**config.mk**
```make
export PLATFORM = sky130hd
export DESIGN_NAME = maze_renderer
export DESIGN_NICKNAME = d
export VERILOG_FILES = /design/src/hdl/maze_colour_pkg.sv /design/src/hdl/maze_geometry_pkg.sv /design/src/hdl/cell_locator.sv /design/src/hdl/maze_renderer.sv /design/src/hdl/pixel_compositor.sv /design/src/hdl/player_sprite_rom.sv /design/src/hdl/wall_decoder.sv
export VERILOG_INCLUDE_DIRS = /design/src /design/src/hdl
export SDC_FILE = /design/constraint.sdc
export NUM_CORES = 1
export LEC_CHECK = 0
export BUFFER_PORTS_ARGS = -buffer_cell sky130_fd_sc_hd__buf_2
export CORE_MARGIN = 5
export CORE_UTILIZATION = 50
export DETAILED_ROUTE_END_ITERATION = 6
export PLACE_DENSITY = 0.76
export SYNTH_ARGS = -nofsm -noshare
export SYNTH_HDL_FRONTEND = slang
export SYNTH_SLANG_ARGS = --single-unit
```
**constraint.sdc**
```tcl
create_clock -name clock -period 8.3 [get_ports clock]
set_input_delay 1.66 -clock clock [delete_from_list [all_inputs] [get_ports clock]]
set_output_delay 1.66 -clock clock [all_outputs]
set_load 0.01 [all_outputs]
```
**src/hdl/maze_params.svh**
```systemverilog
`ifndef MAZE_PARAMS_SVH
`define MAZE_PARAMS_SVH

//////////////////////////////////////////////////
// panel
//////////////////////////////////////////////////

// 96x64 oled, one pixel per clock
`define MAZE_PANEL_W 96
`define MAZE_PANEL_H 64

//////////////////////////////////////////////////
// maze grid
//////////////////////////////////////////////////

// 5 columns by 4 rows of cells
`define MAZE_COLS 5
`define MAZE_ROWS 4
// distance between wall lines
`define MAZE_PITCH 15

// outer frame, inclusive
`define MAZE_LEFT 11
`define MAZE_RIGHT 85
`define MAZE_TOP 2
`define MAZE_BOTTOM 61

// wall map split, vertical bits first
`define MAZE_VWALLS 16
`define MAZE_HWALLS 15

// player window relative to cell (0,0)
`define MAZE_SPRITE_ORG_X 13
`define MAZE_SPRITE_ORG_Y 3
`define MAZE_SPRITE_SIZE 15

`endif

```
**src/hdl/maze_colour_pkg.sv**
```systemverilog
`default_nettype none

package maze_colour_pkg;

    // rgb565, red in the top bits
    typedef struct packed {
        logic [4:0] r;
        logic [5:0] g;
        logic [4:0] b;
    } rgb565_t;

    // sprite palette indices
    typedef enum logic [2:0] {
        PAL_WHITE,
        PAL_BLACK,
        PAL_SKIN,
        PAL_HAIR,
        PAL_SHOE,
        PAL_CAP
    } palette_t;

    // one drawing layer's claim on a pixel
    typedef struct packed {
        logic    hit;
        rgb565_t colour;
    } layer_hit_t;

    // palette colours
    localparam rgb565_t COLOUR_WHITE = 16'hffff;
    localparam rgb565_t COLOUR_BLACK = 16'h0000;
    localparam rgb565_t COLOUR_SKIN  = 16'hcc88;
    localparam rgb565_t COLOUR_HAIR  = 16'hdd6e;
    localparam rgb565_t COLOUR_SHOE  = 16'h9346;
    localparam rgb565_t COLOUR_CAP   = 16'he803;

endpackage

`default_nettype wire

```
**src/hdl/maze_geometry_pkg.sv**
```systemverilog
`default_nettype none

`include "maze_params.svh"

package maze_geometry_pkg;

    // axis width covers the larger panel side
    localparam int COORD_W = $clog2((`MAZE_PANEL_W > `MAZE_PANEL_H) ?
                                    `MAZE_PANEL_W : `MAZE_PANEL_H);
    // enough to address every cell
    localparam int CELL_W = $clog2(`MAZE_COLS * `MAZE_ROWS);
    // one bit per wall segment
    localparam int MAP_W = `MAZE_VWALLS + `MAZE_HWALLS;
    // offset inside the sprite window
    localparam int OFFSET_W = $clog2(`MAZE_SPRITE_SIZE);

    typedef logic [COORD_W-1:0] coord_t;

    // x in the upper half
    typedef struct packed {
        coord_t x;
        coord_t y;
    } pixel_coord_t;

    typedef logic [CELL_W-1:0] cell_num_t;

    // bits 0..15 vertical, 16..30 horizontal
    typedef logic [MAP_W-1:0] maze_map_t;

    typedef struct packed {
        logic [OFFSET_W-1:0] px;
        logic [OFFSET_W-1:0] py;
    } sprite_offset_t;

endpackage

`default_nettype wire

```
**src/hdl/cell_locator.sv**
```systemverilog
`timescale 1ns/1ps
`default_nettype none

`include "maze_params.svh"

module cell_locator (
    input  wire maze_geometry_pkg::pixel_coord_t pixel,
    input  wire maze_geometry_pkg::cell_num_t    position,
    output logic                                 in_cell,
    output maze_geometry_pkg::sprite_offset_t    offset
);
    import maze_geometry_pkg::*;

    logic [2:0] col;
    logic [1:0] row;
    coord_t     org_x;
    coord_t     org_y;
    coord_t     dx;
    coord_t     dy;

    // cells numbered row by row
    assign col = 3'(position % `MAZE_COLS);
    assign row = 2'(position / `MAZE_COLS);

    // top left corner of the player window
    assign org_x = COORD_W'(`MAZE_SPRITE_ORG_X + `MAZE_PITCH * col);
    assign org_y = COORD_W'(`MAZE_SPRITE_ORG_Y + `MAZE_PITCH * row);

    // wraps to a large value left of or above the origin
    assign dx = pixel.x - org_x;
    assign dy = pixel.y - org_y;

    // so a single upper compare per axis is enough
    assign in_cell = (dx < COORD_W'(`MAZE_SPRITE_SIZE)) &&
                     (dy < COORD_W'(`MAZE_SPRITE_SIZE));

    assign offset.px = OFFSET_W'(dx);
    assign offset.py = OFFSET_W'(dy);

    // cell numbers past the grid would place the window off the maze
    assert final ($isunknown(position) ||
                  position < CELL_W'(`MAZE_COLS * `MAZE_ROWS))
        else $error("player cell %0d lies outside the maze grid", position);

endmodule

`default_nettype wire

```
**src/hdl/maze_renderer.sv**
```systemverilog
`timescale 1ns/1ps
`default_nettype none

module maze_renderer (
    input  wire                                  clock,
    input  wire                                  reset,
    input  wire maze_geometry_pkg::pixel_coord_t pixel,
    input  wire maze_geometry_pkg::maze_map_t    maze,
    input  wire maze_geometry_pkg::cell_num_t    position,
    output maze_colour_pkg::rgb565_t             oled_data
);
    import maze_geometry_pkg::*;
    import maze_colour_pkg::*;

    // player window
    logic           in_cell;
    sprite_offset_t offset;
    // frame and wall layers
    layer_hit_t     border;
    layer_hit_t     wall;
    // sprite colour at the current offset
    rgb565_t        sprite;

    cell_locator u_cell_locator (
        .pixel    (pixel),
        .position (position),
        .in_cell  (in_cell),
        .offset   (offset)
    );

    wall_decoder u_wall_decoder (
        .pixel  (pixel),
        .maze   (maze),
        .border (border),
        .wall   (wall)
    );

    player_sprite_rom u_player_sprite_rom (
        .offset (offset),
        .sprite (sprite)
    );

    // only clocked stage
    pixel_compositor u_pixel_compositor (
        .clock     (clock),
        .reset     (reset),
        .border    (border),
        .wall      (wall),
        .in_cell   (in_cell),
        .sprite    (sprite),
        .oled_data (oled_data)
    );

endmodule

`default_nettype wire

```
**src/hdl/pixel_compositor.sv**
```systemverilog
`timescale 1ns/1ps
`default_nettype none

module pixel_compositor (
    input  wire                              clock,
    input  wire                              reset,
    input  wire maze_colour_pkg::layer_hit_t border,
    input  wire maze_colour_pkg::layer_hit_t wall,
    input  wire                              in_cell,
    input  wire maze_colour_pkg::rgb565_t    sprite,
    output maze_colour_pkg::rgb565_t         oled_data
);
    import maze_colour_pkg::*;

    rgb565_t next_colour;

    // first layer to claim the pixel wins
    always_comb begin
        if (border.hit) begin
            next_colour = border.colour;
        end else if (wall.hit) begin
            next_colour = wall.colour;
        end else if (in_cell) begin
            next_colour = sprite;
        end else begin
            // open floor
            next_colour = COLOUR_WHITE;
        end
    end

    // single pipeline stage toward the panel
    always_ff @(posedge clock) begin
        if (reset) begin
            oled_data <= COLOUR_BLACK;
        end else begin
            oled_data <= next_colour;
        end
    end

    //////////////////////////////////////////////////
    // checks
    //////////////////////////////////////////////////

    // panel sees black right after reset
    reset_black: assert property (@(posedge clock) reset |=> oled_data == COLOUR_BLACK)
        else $error("oled_data not black after reset");

    // frame colour from the decoder must reach the panel as black
    border_black: assert property (
        @(posedge clock) disable iff (reset)
        border.hit |=> oled_data == COLOUR_BLACK
    ) else $error("border pixel drawn as %h instead of black", oled_data);

endmodule

`default_nettype wire

```
**src/hdl/player_sprite_rom.sv**
```systemverilog
`timescale 1ns/1ps
`default_nettype none

`include "maze_params.svh"

module player_sprite_rom (
    input  wire maze_geometry_pkg::sprite_offset_t offset,
    output maze_colour_pkg::rgb565_t               sprite
);
    import maze_geometry_pkg::*;
    import maze_colour_pkg::*;

    // short names keep the table readable
    localparam palette_t wh = PAL_WHITE;
    localparam palette_t sk = PAL_SKIN;
    localparam palette_t hr = PAL_HAIR;
    localparam palette_t sh = PAL_SHOE;
    localparam palette_t cp = PAL_CAP;

    //////////////////////////////////////////////////
    // sprite table, row is py, column is px
    //////////////////////////////////////////////////

    localparam palette_t sprite_table [`MAZE_SPRITE_SIZE][`MAZE_SPRITE_SIZE] = '{
        '{wh, wh, wh, wh, wh, wh, wh, wh, wh, wh, wh, wh, wh, wh, wh},
        '{wh, wh, wh, wh, wh, wh, wh, wh, wh, wh, wh, wh, wh, wh, wh},
        // arms raised
        '{wh, wh, wh, wh, wh, wh, sk, sk, wh, wh, wh, sk, wh, wh, wh},
        '{wh, wh, wh, wh, wh, wh, hr, hr, hr, sk, sk, hr, wh, wh, wh},
        '{wh, wh, wh, wh, wh, wh, hr, hr, hr, sk, sk, hr, wh, wh, wh},
        // cap band
        '{wh, hr, hr, sk, sk, wh, hr, hr, cp, cp, hr, cp, cp, wh, wh},
        '{wh, hr, hr, sk, sk, wh, hr, hr, cp, cp, hr, cp, cp, wh, wh},
        '{wh, sk, sk, wh, wh, wh, hr, hr, hr, hr, hr, hr, wh, wh, wh},
        '{wh, sk, sk, wh, wh, wh, hr, hr, hr, hr, hr, hr, wh, wh, wh},
        '{wh, hr, hr, sk, sk, hr, sk, sk, hr, sk, sk, wh, wh, wh, wh},
        // body and legs
        '{wh, wh, wh, hr, hr, hr, hr, hr, hr, hr, hr, wh, wh, wh, wh},
        '{wh, wh, wh, hr, hr, hr, hr, hr, hr, hr, hr, wh, wh, wh, wh},
        // shoes
        '{wh, wh, wh, hr, hr, sh, wh, wh, hr, sh, sh, wh, wh, wh, wh},
        '{wh, wh, wh, hr, hr, sh, wh, wh, hr, sh, sh, wh, wh, wh, wh},
        '{wh, wh, wh, wh, wh, wh, wh, wh, wh, wh, wh, wh, wh, wh, wh}
    };

    palette_t index;

    // offset 15 on either axis falls outside the table
    always_comb begin
        if (offset.px < OFFSET_W'(`MAZE_SPRITE_SIZE) &&
            offset.py < OFFSET_W'(`MAZE_SPRITE_SIZE)) begin
            index = sprite_table[offset.py][offset.px];
        end else begin
            index = PAL_WHITE;
        end
    end

    // palette lookup
    always_comb begin
        case (index)
            PAL_WHITE: sprite = COLOUR_WHITE;
            PAL_BLACK: sprite = COLOUR_BLACK;
            PAL_SKIN:  sprite = COLOUR_SKIN;
            PAL_HAIR:  sprite = COLOUR_HAIR;
            PAL_SHOE:  sprite = COLOUR_SHOE;
            PAL_CAP:   sprite = COLOUR_CAP;
            default:   sprite = COLOUR_WHITE;
        endcase
    end

endmodule

`default_nettype wire

```
**src/hdl/wall_decoder.sv**
```systemverilog
`timescale 1ns/1ps
`default_nettype none

`include "maze_params.svh"

module wall_decoder (
    input  wire maze_geometry_pkg::pixel_coord_t pixel,
    input  wire maze_geometry_pkg::maze_map_t    maze,
    output maze_colour_pkg::layer_hit_t          border,
    output maze_colour_pkg::layer_hit_t          wall
);
    import maze_colour_pkg::*;

    logic on_border;
    logic v_hit;
    logic v_bit;
    logic h_hit;
    logic h_bit;
    logic wall_bit;

    //////////////////////////////////////////////////
    // outer frame
    //////////////////////////////////////////////////

    // left and right columns, then top and bottom rows
    assign on_border =
        ((pixel.x == `MAZE_LEFT || pixel.x == `MAZE_RIGHT) &&
         pixel.y >= `MAZE_TOP && pixel.y <= `MAZE_BOTTOM) ||
        ((pixel.y == `MAZE_TOP || pixel.y == `MAZE_BOTTOM) &&
         pixel.x >= `MAZE_LEFT && pixel.x <= `MAZE_RIGHT);

    // frame is always black
    assign border = '{hit: on_border, colour: COLOUR_BLACK};

    //////////////////////////////////////////////////
    // vertical segments
    //////////////////////////////////////////////////

    // four per row band at bit 4r+k
    always_comb begin
        int lo;
        int hi;
        v_hit = 1'b0;
        v_bit = 1'b0;
        for (int r = 0; r < `MAZE_ROWS; r++) begin
            lo = `MAZE_TOP + 1 + `MAZE_PITCH * r;
            // last band stops above the bottom frame
            hi = (r == `MAZE_ROWS - 1) ? `MAZE_BOTTOM - 1 : `MAZE_TOP + `MAZE_PITCH * (r + 1);
            for (int k = 0; k < `MAZE_COLS - 1; k++) begin
                if (pixel.x == `MAZE_LEFT + `MAZE_PITCH * (k + 1) &&
                    pixel.y >= lo && pixel.y <= hi) begin
                    v_hit = 1'b1;
                    v_bit = maze[(`MAZE_COLS - 1) * r + k];
                end
            end
        end
    end

    //////////////////////////////////////////////////
    // horizontal segments
    //////////////////////////////////////////////////

    // five per level at bit 16+5r+c
    // spans stop short of the vertical lines
    always_comb begin
        h_hit = 1'b0;
        h_bit = 1'b0;
        for (int r = 0; r < `MAZE_ROWS - 1; r++) begin
            for (int c = 0; c < `MAZE_COLS; c++) begin
                if (pixel.y == `MAZE_TOP + `MAZE_PITCH * (r + 1) &&
                    pixel.x >= `MAZE_LEFT + 1 + `MAZE_PITCH * c &&
                    pixel.x <= `MAZE_LEFT + `MAZE_PITCH * (c + 1) - 1) begin
                    h_hit = 1'b1;
                    h_bit = maze[`MAZE_VWALLS + `MAZE_COLS * r + c];
                end
            end
        end
    end

    // vertical wins where both claim a pixel
    assign wall_bit = v_hit ? v_bit : h_bit;

    // set bit means a closed wall
    assign wall = '{hit: v_hit | h_hit, colour: wall_bit ? COLOUR_BLACK : COLOUR_WHITE};

endmodule

`default_nettype wire

```
[Word-level counts from Yosys, hierarchy flattened]
Memories as Yosys holds them, arrays and structs flattened.
Cells that the tools add are included.
Storage, ports and cells
  register bits after elaboration: 16
  bits in latches: 0
  RAM bits: 0
  ROM bits: 720
  input bits: 52
  logic and storage cells: 203
  memories: 1
Memories
  (no name shown): depth 16, width 45, rd ports 1, clocked after Yosys merged registers in 0, write ports 0, RTL line player_sprite_rom.sv:52  | index = sprite_table[offset.py][offset.px];
Cells by class
  $add $sub $neg: 4
  $mul: 2
  div/mod/pow operators: 2
  magnitude comparators: 27
  eq/ne operators: 16
  shift operators: 0
  muxes and demuxes: 73
  bitwise operators: 3
  reduce and logical (&&, ||, !) cells: 72
Operator list (number)
  $mux 45: 2
  $pmux 16 s5: 1
  $logic_and 1x1->1: 68
  $mux 1: 63
  $mux 16: 3
  $le 7x6->1 const B: 6
  $eq 7x6->1 const B: 5
  $div 5x3->32 const B: 1
  $mod 5x3->32 const B: 1
  $ge 7x6->1 const B: 4
  $eq 7x5->1 const B: 2
  $eq 7x7->1 const B: 2
  $ge 7x2->1 const B: 2
  $ge 7x4->1 const B: 2
  $ge 7x5->1 const B: 2
  $le 7x5->1 const B: 2
  $le 7x7->1 const B: 2
  $lt 7x4->1 const B: 2
  $sub 7x7->7: 2
  $bmux 3 s4: 1
  $ge 5x5->1 const B: 2
  $not 4->5: 2
  $mux 3: 3
  $lt 4x4->1 const B: 2
  13 further kinds: 17

[Logic depth before layout (Yosys ltp)]
Gate-level depths: netlist (run 1).
  word-level depth: 22
  mapped depth: 34

[Modules after synthesis]
Synthesis (run 1) repeated with hierarchy kept, for this count alone.
Unflattened totals
  cell total of the unflattened synthesis: 519
  area, all modules: 4281.6 um^2
Modules (own cells, without submodules)
  wall_decoder: instances 1, cells each 182, area an instance 1346.3 um^2
  cell_locator: instances 1, cells each 141, area an instance 1229.9 um^2
  pixel_compositor: instances 1, cells each 91, area an instance 883.3 um^2
  player_sprite_rom: instances 1, cells each 105, area an instance 822.0 um^2

[Worst setup path before layout (run 1)]
OpenSTA, ideal clock, no wires.
  kind: input-to-reg
  from: input position[4]
  to: register, netlist name u_pixel_compositor.oled_data[3]
  setup time: 0.128 ns
  arrival time: 7.255 ns
  slack: 0.917 ns
  stages: 28
  path buffers: 1
  path through: clkbuf_1 > nor2b_1 > a21oi_1 > ha_1 > nor2_1 > o21ai_0 > a22o_1 > a41oi_2 > inv_1 > nand2_1 > o21ai_0 > ha_1 > inv_1 > o21ai_0 > nand2_1 > mux2_2 > fa_1 > inv_1 > fa_1 > ha_1 > fa_1 > inv_1 > a2bb2oi_1 > o211ai_1 > a32o_2 > and2_2 > a211oi_1 > o21ai_1
On the way
  cells in the longest elaborated chain, start to end: 16
  elaborated cells on any way between the ends: 31
  classes of those cells: add/sub (4); mul (2); div (2); order compare (4); eq/ne (5); mux (9); bitwise (2); reduce/logical (2); memory (1)
RTL lines
  from (decl): RTL line maze_renderer.sv:9  | input wire maze_geometry_pkg::cell_num_t position,
  $div 5x3->32 (no line)
  $mul 4x2->6 (no line)
  $add 2x6->7 (no line)
  $sub 7x7->7: RTL line cell_locator.sv:31  | assign dy = pixel.y - org_y;
  $not 4->5 (implied by the code): RTL line player_sprite_rom.sv:52
  $mem_v2 16x45
  $mux 45 (implied by the code) (2 in a row): RTL line player_sprite_rom.sv:52
  $bmux 3 s4: RTL line player_sprite_rom.sv:52
  $mux 3 (implied by the code) (2 in a row): RTL line player_sprite_rom.sv:52
  $mux 3: RTL line player_sprite_rom.sv:50  | if (offset.px < OFFSET_W'(`MAZE_SPRITE_SIZE) &&
  $eq 3x3->1 (tied with other cells): RTL line player_sprite_rom.sv:60  | case (index)
  $pmux 16 s5: RTL line player_sprite_rom.sv:60
  $mux 16 *: RTL line pixel_compositor.sv:23  | end else if (in_cell) begin
  $mux 16 *: RTL line pixel_compositor.sv:21  | end else if (wall.hit) begin
Mark *: on every way between the ends. The rest lies on a longest branch, timed or not. The select of a mux whose other input is x is not followed.
A chain may end at the register's enable or synchronous reset.

[Worst setup path after layout (run 1)]
  from: input position[3]
  to: register, netlist name u_pixel_compositor.oled_data[5]
On the way
  cells in the longest elaborated chain, start to end: 16
  elaborated cells on any way between the ends: 31
  classes of those cells: add/sub (4); mul (2); div (2); order compare (4); eq/ne (5); mux (9); bitwise (2); reduce/logical (2); memory (1)
RTL lines (RTL line)
  $div 5x3->32 (no line)
  $mul 4x2->6 (no line)
  $add 2x6->7 (no line)
  $sub 7x7->7: cell_locator.sv:31
  $not 4->5 (implied by the code): player_sprite_rom.sv:52
  $mem_v2 16x45
  $mux 45 (implied by the code) (2 in a row): player_sprite_rom.sv:52
  $bmux 3 s4: player_sprite_rom.sv:52
  $mux 3 (implied by the code) (2 in a row): player_sprite_rom.sv:52
  $mux 3: player_sprite_rom.sv:50
  $eq 3x3->1 (tied with other cells): player_sprite_rom.sv:60
  $pmux 16 s5: player_sprite_rom.sv:60
  $mux 16 *: pixel_compositor.sv:23
  $mux 16 *: pixel_compositor.sv:21
Marks and branches as above.

==> results of run 1 <==
power by group through the flow:
stage,logic [mW],clock network [mW],registers (mW)
2_1_floorplan,0.684,0,0.0630
3_3_place_gp,0.788,0,0.0588
3_5_place_dp,0.809,0,0.0592
4_1_cts,0.814,0.0597,0.0583
5_1_grt,0.951,0.0623,0.0594
6_report,0.860,0.0580,0.0580
metal layers:
metal  GRT usage [%]  share of wire [%]
met5               0                  0
met1            24.7                 45
met3            2.25                5.1
met2            34.0                 49
met4            3.47               0.84
worst max path at each step:
stage | start | to | slack (ns) | cells past startpoint
after global routing | position[2] | u_pixel_compositor.oled_data[5] | -0.002 | 29
after global placement | position[4] | u_pixel_compositor.oled_data[5] | 0.50 | 29
final | position[3] | u_pixel_compositor.oled_data[5] | 0.49 | 27
after detailed placement | position[4] | u_pixel_compositor.oled_data[5] | 0.17 | 28
after CTS | position[4] | u_pixel_compositor.oled_data[5] | 0.41 | 28
after floorplan | position[4] | u_pixel_compositor.oled_data[3] | 0.92 | 28
layout by cell type, fill, tap and decap left out, types with 4 or more instances in the layout:
cell	n
nand3_1	8
nor2b_1	11
o211ai_1	4
o21ai_0	19
nor3_1	11
clkbuf_8	4
dfxtp_1	10
a31oi_1	7
nor2_1	30
o21ai_1	11
a21boi_0	4
ha_1	40
a21o_1	6
mux2i_1	6
buf_2	67
fa_1	9
buf_4	4
nand2b_1	4
nand2_1	33
inv_1	35
nand4_1	5
or2_2	6
o31ai_1	4
xnor2_1	9
xor2_1	5
a21oi_1	22
a211oi_1	4
layout make-up:
type,instances,area (µm²)
tap,77,96.3
multi-input combinational,349,2720
inverter,35,131
fill,607,2710
sequential,10,200
clock buffer,4,55.1
timing repair buffer,71,365
worst min-delay path, stage by stage:
cell and delay [ns]:
buf_2 0.09, a221oi_1 0.06, nand2_2 0.18, o21ai_1 0.09
metrics by stage:
step	setup WS (ns)	total power, mW
floorplan	0.917	0.747
global placement	0.501	0.847
detailed placement	0.173	0.869
CTS	0.407	0.932
global route	-0.00248	1.07
finish	0.493	0.976
cells by family (layout without fill, tap and decap cells):
family	count (synthesis)	after routing	share of synthesized area, %
buffers and inverters	60	110	9.53
adders and majority gates	49	49	21.2
and+or+nand+nor	147	147	26.4
xor gates and xnor gates	15	15	4.10
AOI/OAI and AO/OA	129	129	29.6
DFF	10	10	6.25
muxes	9	9	2.93
cells in the mapped netlist (6+ instances only):
cell	number	area, µm²
ha_1	40	500
inv_1	35	131
nand2_1	33	124
nor2_1	30	113
a21oi_1	22	110
o21ai_0	19	95.1
buf_4	12	90.1
nor2b_1	11	68.8
nor3_1	11	55.1
o21ai_1	11	55.1
dfxtp_1	10	200
xnor2_1	10	87.6
fa_1	9	180
nand3_1	8	40.0
a31oi_1	7	43.8
a21o_1	6	45.0
buf_2	6	30.0
mux2i_1	6	60.1
or2_2	6	37.5
timing repair:
| action | CTS | global route |
|---|---|---|
| gates resized for setup | 0 | 2 |
| hold buffers | 0 | 0 |
| endpoints found under the setup margin | 0 | 5 |
| setup buffers | 0 | 1 |
==> reports/metrics.cfg, run 1 <==
[layout]
largest_reg_flops = 10
fin_nets = 571
fin_cells = 546
reg_top3 = u_pixel_compositor.oled_data x10
layout-drive-gt1-share_pct = 23.5
final_area_mm2 = 0.00356
antenna_cells = 0
finish.utilization_pct = 56.8
area_growth_pct = 11.2
top_register = u_pixel_compositor.oled_data

[sta]
worstMarginPinSlew_ns = 0.620
report.final.slew_viol_count = 0
period_needed_ns = 7.81
finalHoldViolCount = 0
period_share_pct = 94.1
fin_hold_ws_ns = 1.91
slew_headroom_pct = 58.4
setup_tns_ns = 0
fmax_ghz = 0.128
final-setup-viol-count = 0

[clock_network]
clk_pin_slew_ns = 0.04
clock-sinks = 10
root_buffer = clkbuf_8
cts_max_level = 1
cts_tree = yes
cts_buffer_depth = 2
cts_buffers = 3

[pwr]
power.switching_mw = 0.523
switching_share_pct = 53.6
power.density_mw_per_mm2 = 274
p_leak_nw = 1.60
pwr-share-clk_pct = 5.9
comb_power_share_pct = 88.1
seq_power_share_pct = 5.9
peakVddDrop_uv = 233
p_int_mw = 0.453

[die]
die-area_mm2 = 0.00811
dieWidth_um = 90.1
core_area_mm2 = 0.00628
die_y_um = 90.1
row_count = 29
ioPinCount = 68
start_util_pct = 51.0

[synth]
ys.flop_type = dfxtp_1
yosys_warnings = 0
synth_edf_count = 0
synth_fp_nets = 520
ys_seq_elements = 10
ys_types = 90
syn_inst = 419
ys_async_sr_fraction_pct = 0
ys_seq_area_share_pct = 6.25
syn_area_mm2 = 0.00320
synth.avg_cell_area_um2 = 7.65

[drt]
vias = 3279
wl_um = 8140
via_per_inst = 6.01
first_pass_iters = 4
ant_nets = 0
drc_errors = 0
first_iter_violations = 159
avgRoutedWirePerCell_um = 14.9

[job]
cap_violations = 0

[grt]
antenna_found_initial = 0
globalRouteOverflowTotal = 0
grt_pass1_vias = 3137
grt_pass1_wl_um = 13700
track_usage_pct = 19.1
grt_max_degree = 19

[placement]
placed_area_mm2 = 0.00348
io_buffer_count = 67
dp_cells = 541
hpwl_um = 6750
gp_congestion = 0.957

[outcome]
status = finished, final reports clean

[setup_path]
crit_arrival_ns = 7.91
crit_required_ns = 8.40
cp_max_fo = 10
cp_slowest_cell = fa_1
max_stage_delay_ns = 0.64
crit_family = adder cells
worstSetupStartpointType = primary input
criticalPathCategory = primary input to flip-flop
path_buf_inv = 4
cp-end-kind = flip-flop

[hold_path]
hp-class = primary input to flip-flop
hold_depth = 4
min_from = reset
holdPathEnd = u_pixel_compositor.oled_data[7]

Note: power is estimated with default switching activity, not from simulation.
==> run 2, diff against run 1 <==
CORE_UTILIZATION = 33   (was 50)
GPL_TIMING_DRIVEN = 0   (was unset)
PLACE_DENSITY = 0.59   (was 0.76)
==> run 2 against run 1 <==
  * Global-route usage decreased by 4.5 points
  * Setup slack improved by 0.049 ns
  * Via count decreased by 1.4%
  * Clock power decreased by 21%
  * Non-clock buffer count increased by 18
  * Combinational power increased by 0.7%
  * Wire length increased by 4.5%
  * Sequential power about the same
  * Critical path depth increased by 1
  * Critical path type unchanged
  * Largest power group unchanged
==> reports/metrics.cfg, run 2 (same netlist as run 1, synthesis figures left out) <==
[drt]
via_per_inst = 5.22
first_pass_iters = 4
ant_nets = 0
wl_um = 8500
vias = 3232
first_iter_violations = 102
drc_errors = 0
avgRoutedWirePerCell_um = 13.7

[grt]
antenna_found_initial = 0
grt_max_degree = 11
grt_pass1_vias = 3168
met3_usage_pct = 2.03
grt_pass1_wl_um = 14500
use_met2_pct = 25.6
met1_usage_pct = 19.2
busiest_layer = met2
globalRouteOverflowTotal = 0
track_usage_pct = 14.5

[layout]
layout.cells.most_common = buf_2
n_fill_cell = 1030
largest_reg_flops = 10
top_register = u_pixel_compositor.oled_data
reg_top3 = u_pixel_compositor.oled_data x10
antenna_cells = 0
finish.utilization_pct = 38.8
layout_common_cells = buf_2, ha_1, inv_1
area_growth_pct = 16.8
layout-drive-gt1-share_pct = 25.7
fin_nets = 589

[setup_path]
crit_required_ns = 8.40
cp_slowest_cell = fa_1
crit_arrival_ns = 7.86
crit_family = adder cells
path_buf_inv = 4
max_stage_delay_ns = 0.56
worstSetupStartpointType = primary input
cp_max_fo = 10
criticalPathCategory = primary input to flip-flop
cp-end-kind = flip-flop

[clock_network]
cts_buffer_depth = 2
cts_max_level = 1
post_cts.repair.setup_buffers = 0
clock-sinks = 10
clk_pin_slew_ns = 0.04
root_buffer = clkbuf_8
cts_buffers = 3
cts_tree = yes

[sta]
fin_hold_ws_ns = 1.93
setup_tns_ns = 0
period_needed_ns = 7.76
period_share_pct = 93.5
report.final.slew_viol_count = 0
fmax_ghz = 0.129
finalHoldViolCount = 0
rsz0062_at_grt = false
worstMarginPinSlew_ns = 0.541
final-setup-viol-count = 0
slew_headroom_pct = 63.4

[hold_path]
hp-class = primary input to flip-flop

[die]
row_count = 36
dieWidth_um = 109
die_y_um = 109
start_util_pct = 33.2
core_area_mm2 = 0.00964
die-area_mm2 = 0.0118
ioPinCount = 68

[pwr]
comb_power_share_pct = 89.3
power.density_mw_per_mm2 = 259
power.switching_mw = 0.510
switching_share_pct = 52.6
p_int_mw = 0.459
pwr-share-clk_pct = 4.8
p_leak_nw = 1.67
peakVddDrop_uv = 172
seq_power_share_pct = 6.0

[job]
cap_violations = 0

[outcome]
status = finished, final reports clean

[placement]
io_buffer_count = 65
gp_congestion = 0.883
hpwl_um = 7210

run 2: metrics by stage:
step / power [mW] / std cells / worst slack [ns] / instance area [µm²]
final: 0.970 / 619 / 0.542 / 3740
after global routing: 1.08 / 619 / 0.113 / 3740
after floorplan: 0.747 / 419 / 0.917 / 3200
after CTS: 0.968 / 620 / 0.233 / 3740
after detailed placement: 0.915 / 617 / 0.00616 / 3700
after global placement: 0.917 / 617 / 0.115 / 3700
run 2: area by class of cell:
type	instances	area [µm²]	share of cell area (%)
Multi-Input combinational cell	349	2710	72.4
Timing Repair Buffer	65	325	8.69
Inverter	35	131	3.51
Sequential cell	10	200	5.35
Buffer	24	170	4.55
Tap cell	133	166	4.45
Clock buffer	3	41.3	1.10
run 2: timing repair:
action / CTS / global route
setup endpoints to repair: 0 / 10
resized for setup: 0 / 2
hold buffers: 0 / 0
run 2: power groups by stage:
stage	sequential, mW	clock, mW	combinational (mW)
2_1_floorplan	0.0630	0	0.684
6_report	0.0579	0.0461	0.866
5_1_grt	0.0588	0.0508	0.972
3_3_place_gp	0.0587	0	0.858
4_1_cts	0.0581	0.0478	0.862
3_5_place_dp	0.0589	0	0.856
run 2: per-layer routing:
layer,up-vias,wire (µm)
li1,1663,-
met1,1474,3910
met2,85,4080
met3,10,406
met4,0,100
met5,-,0
run 2: path summary, 6_finish.rpt:
| path | depth (start not counted) | slack (ns) | from | end |
|---|---|---|---|---|
| min | 4 | 1.93 | reset | u_pixel_compositor.oled_data[4] |
| max | 28 | 0.54 | position[4] | u_pixel_compositor.oled_data[5] |
==> run 3, diff against run 2 <==
BUFFER_PORTS_ARGS = -buffer_cell sky130_fd_sc_hd__clkbuf_2   (was -buffer_cell sky130_fd_sc_hd__buf_2)
==> run 3 against run 2 <==
  * Setup slack got worse by 0.13 ns
  * Non-clock buffer count up 1
  * Maximum frequency down 1.6%
  * Sequential cell count unchanged
  * First-iteration DRC count rose by 21%
  * Sequential share of layout area barely moved
  * Wire length grew 1.1%
  * Final cell count grew 0.16%
  * Via count grew 0.84%
  * Utilization up 0.17 points
  * Critical endpoint unchanged
  * Largest power group unchanged
==> reports/metrics.cfg, run 3 (same netlist as run 1, synthesis figures left out) <==
[clock_network]
cts_buffers = 3
root_buffer = clkbuf_8
clock-sinks = 10
cts_tree = yes
cts_max_level = 1
post_cts.repair.setup_buffers = 0
clk_pin_slew_ns = 0.04
cts_buffer_depth = 2

[die]
dieWidth_um = 109
die_y_um = 109
ioPinCount = 68
row_count = 36
die-area_mm2 = 0.0118
start_util_pct = 33.2
core_area_mm2 = 0.00964

[pwr]
peakVddDrop_uv = 131
power.density_mw_per_mm2 = 258
p_leak_nw = 1.69

[placement]
hpwl_um = 7210
gp_congestion = 0.899
io_buffer_count = 65
placed_area_mm2 = 0.00370
dp_cells = 617

[setup_path]
crit_path_end = u_pixel_compositor.oled_data[5]
crit_path_start = position[4]
crit_required_ns = 8.40
cp_slowest_cell = fa_1
crit_arrival_ns = 7.98
max_stage_delay_ns = 0.56
cp_max_fo = 9
worstSetupStartpointType = primary input
cp-end-kind = flip-flop
criticalPathCategory = primary input to flip-flop

[grt]
grt_pass1_vias = 3190
antenna_found_initial = 0
globalRouteOverflowTotal = 0
grt_max_degree = 11
track_usage_pct = 14.1
grt_pass1_wl_um = 14200

[sta]
final-setup-viol-count = 0
worstMarginPinSlew_ns = 0.615
slew_headroom_pct = 57.9
period_share_pct = 95.0
period_needed_ns = 7.88
report.final.slew_viol_count = 0
finalHoldViolCount = 0
fin_hold_ws_ns = 1.93
fmax_ghz = 0.127
setup_tns_ns = 0

[drt]
first_pass_iters = 4
vias = 3259
drc_errors = 0
avgRoutedWirePerCell_um = 13.9
wl_um = 8600
first_iter_violations = 123
via_per_inst = 5.26
ant_nets = 0

[layout]
fin_nets = 590
area_growth_pct = 17.3
layout-drive-gt1-share_pct = 25.9
layout_common_cells = clkbuf_2, ha_1, inv_1
fin_cells = 620
n_fill_cell = 1046
finish.utilization_pct = 39.0
top_register = u_pixel_compositor.oled_data
layout.cells.most_common = clkbuf_2
antenna_cells = 0
reg_top3 = u_pixel_compositor.oled_data x10
final_area_mm2 = 0.00376
largest_reg_flops = 10

[hold_path]
hp-class = primary input to flip-flop

[job]
cap_violations = 0

[outcome]
status = finished, final reports clean

## run 3: changes by cell type in the layout (fill, tap and decap cells not counted)
cell,before,now
a21boi_1,0,1
buf_2,71,6
a41oi_2,1,0
a21boi_0,4,3
a41oi_4,0,1
clkbuf_2,0,66
## run 3: worst max-delay path, delay by kind of cell
| kind | cells | cell delay, ns |
|---|---|---|
| mux | 1 | 0.40 |
| simple gates | 8 | 1.23 |
| compound gates | 9 | 1.74 |
| buf+inv | 5 | 0.53 |
| fa+ha+maj | 6 | 2.40 |
## run 3: final cells by class
class / count / area [µm²] / share of cell area, %
buffer: 25 / 175 / 4.66
clock buffer: 3 / 41.3 / 1.10
inverter: 35 / 131 / 3.49
multi-input combinational: 349 / 2720 / 72.3
sequential: 10 / 200 / 5.32
tap: 133 / 166 / 4.43
timing repair buffer: 65 / 325 / 8.65
## run 3: timing repair
item	4_1_cts	5_1_grt
hold buffers	0	0
setup endpoints to repair	0	10
resized for setup	0	6
## run 3: metrics by stage
stage,total power [mW],worst slack (ns)
2_1_floorplan,0.747,0.917
3_3_place_gp,0.918,0.0912
3_5_place_dp,0.918,-0.0378
4_1_cts,0.968,0.196
5_1_grt,1.09,-0.00170
6_report,0.969,0.417
## run 3: worst min-delay path by stage
stage               slack [ns]                              from  depth (start not counted)                              end
global route              1.96                             reset                          4  u_pixel_compositor.oled_data[5]
global placement          2.05   u_pixel_compositor.oled_data[9]                          1                     oled_data[9]
floorplan                 1.96  u_pixel_compositor.oled_data[15]                          0                    oled_data[15]
finish                    1.93                             reset                          4  u_pixel_compositor.oled_data[5]
CTS                       1.93                             reset                          4  u_pixel_compositor.oled_data[5]
detailed placement        2.05   u_pixel_compositor.oled_data[9]                          1                     oled_data[9]
## run 3: metal layers
layer	wire length [µm]	vias up	track usage [%]
met5	0	-	0
met4	122	0	2.71
met2	4120	124	25.2
met1	3890	1448	18.1
met3	466	18	2.15
li1	-	1669	-
## run 3: where the power goes
group / switching, mW / total [mW] / internal (mW)
clock: 0.0141 / 0.0454 / 0.0313
combinational: 0.492 / 0.866 / 0.374
sequential: 0.00263 / 0.0583 / 0.0557
total: 0.509 / 0.969 / 0.461
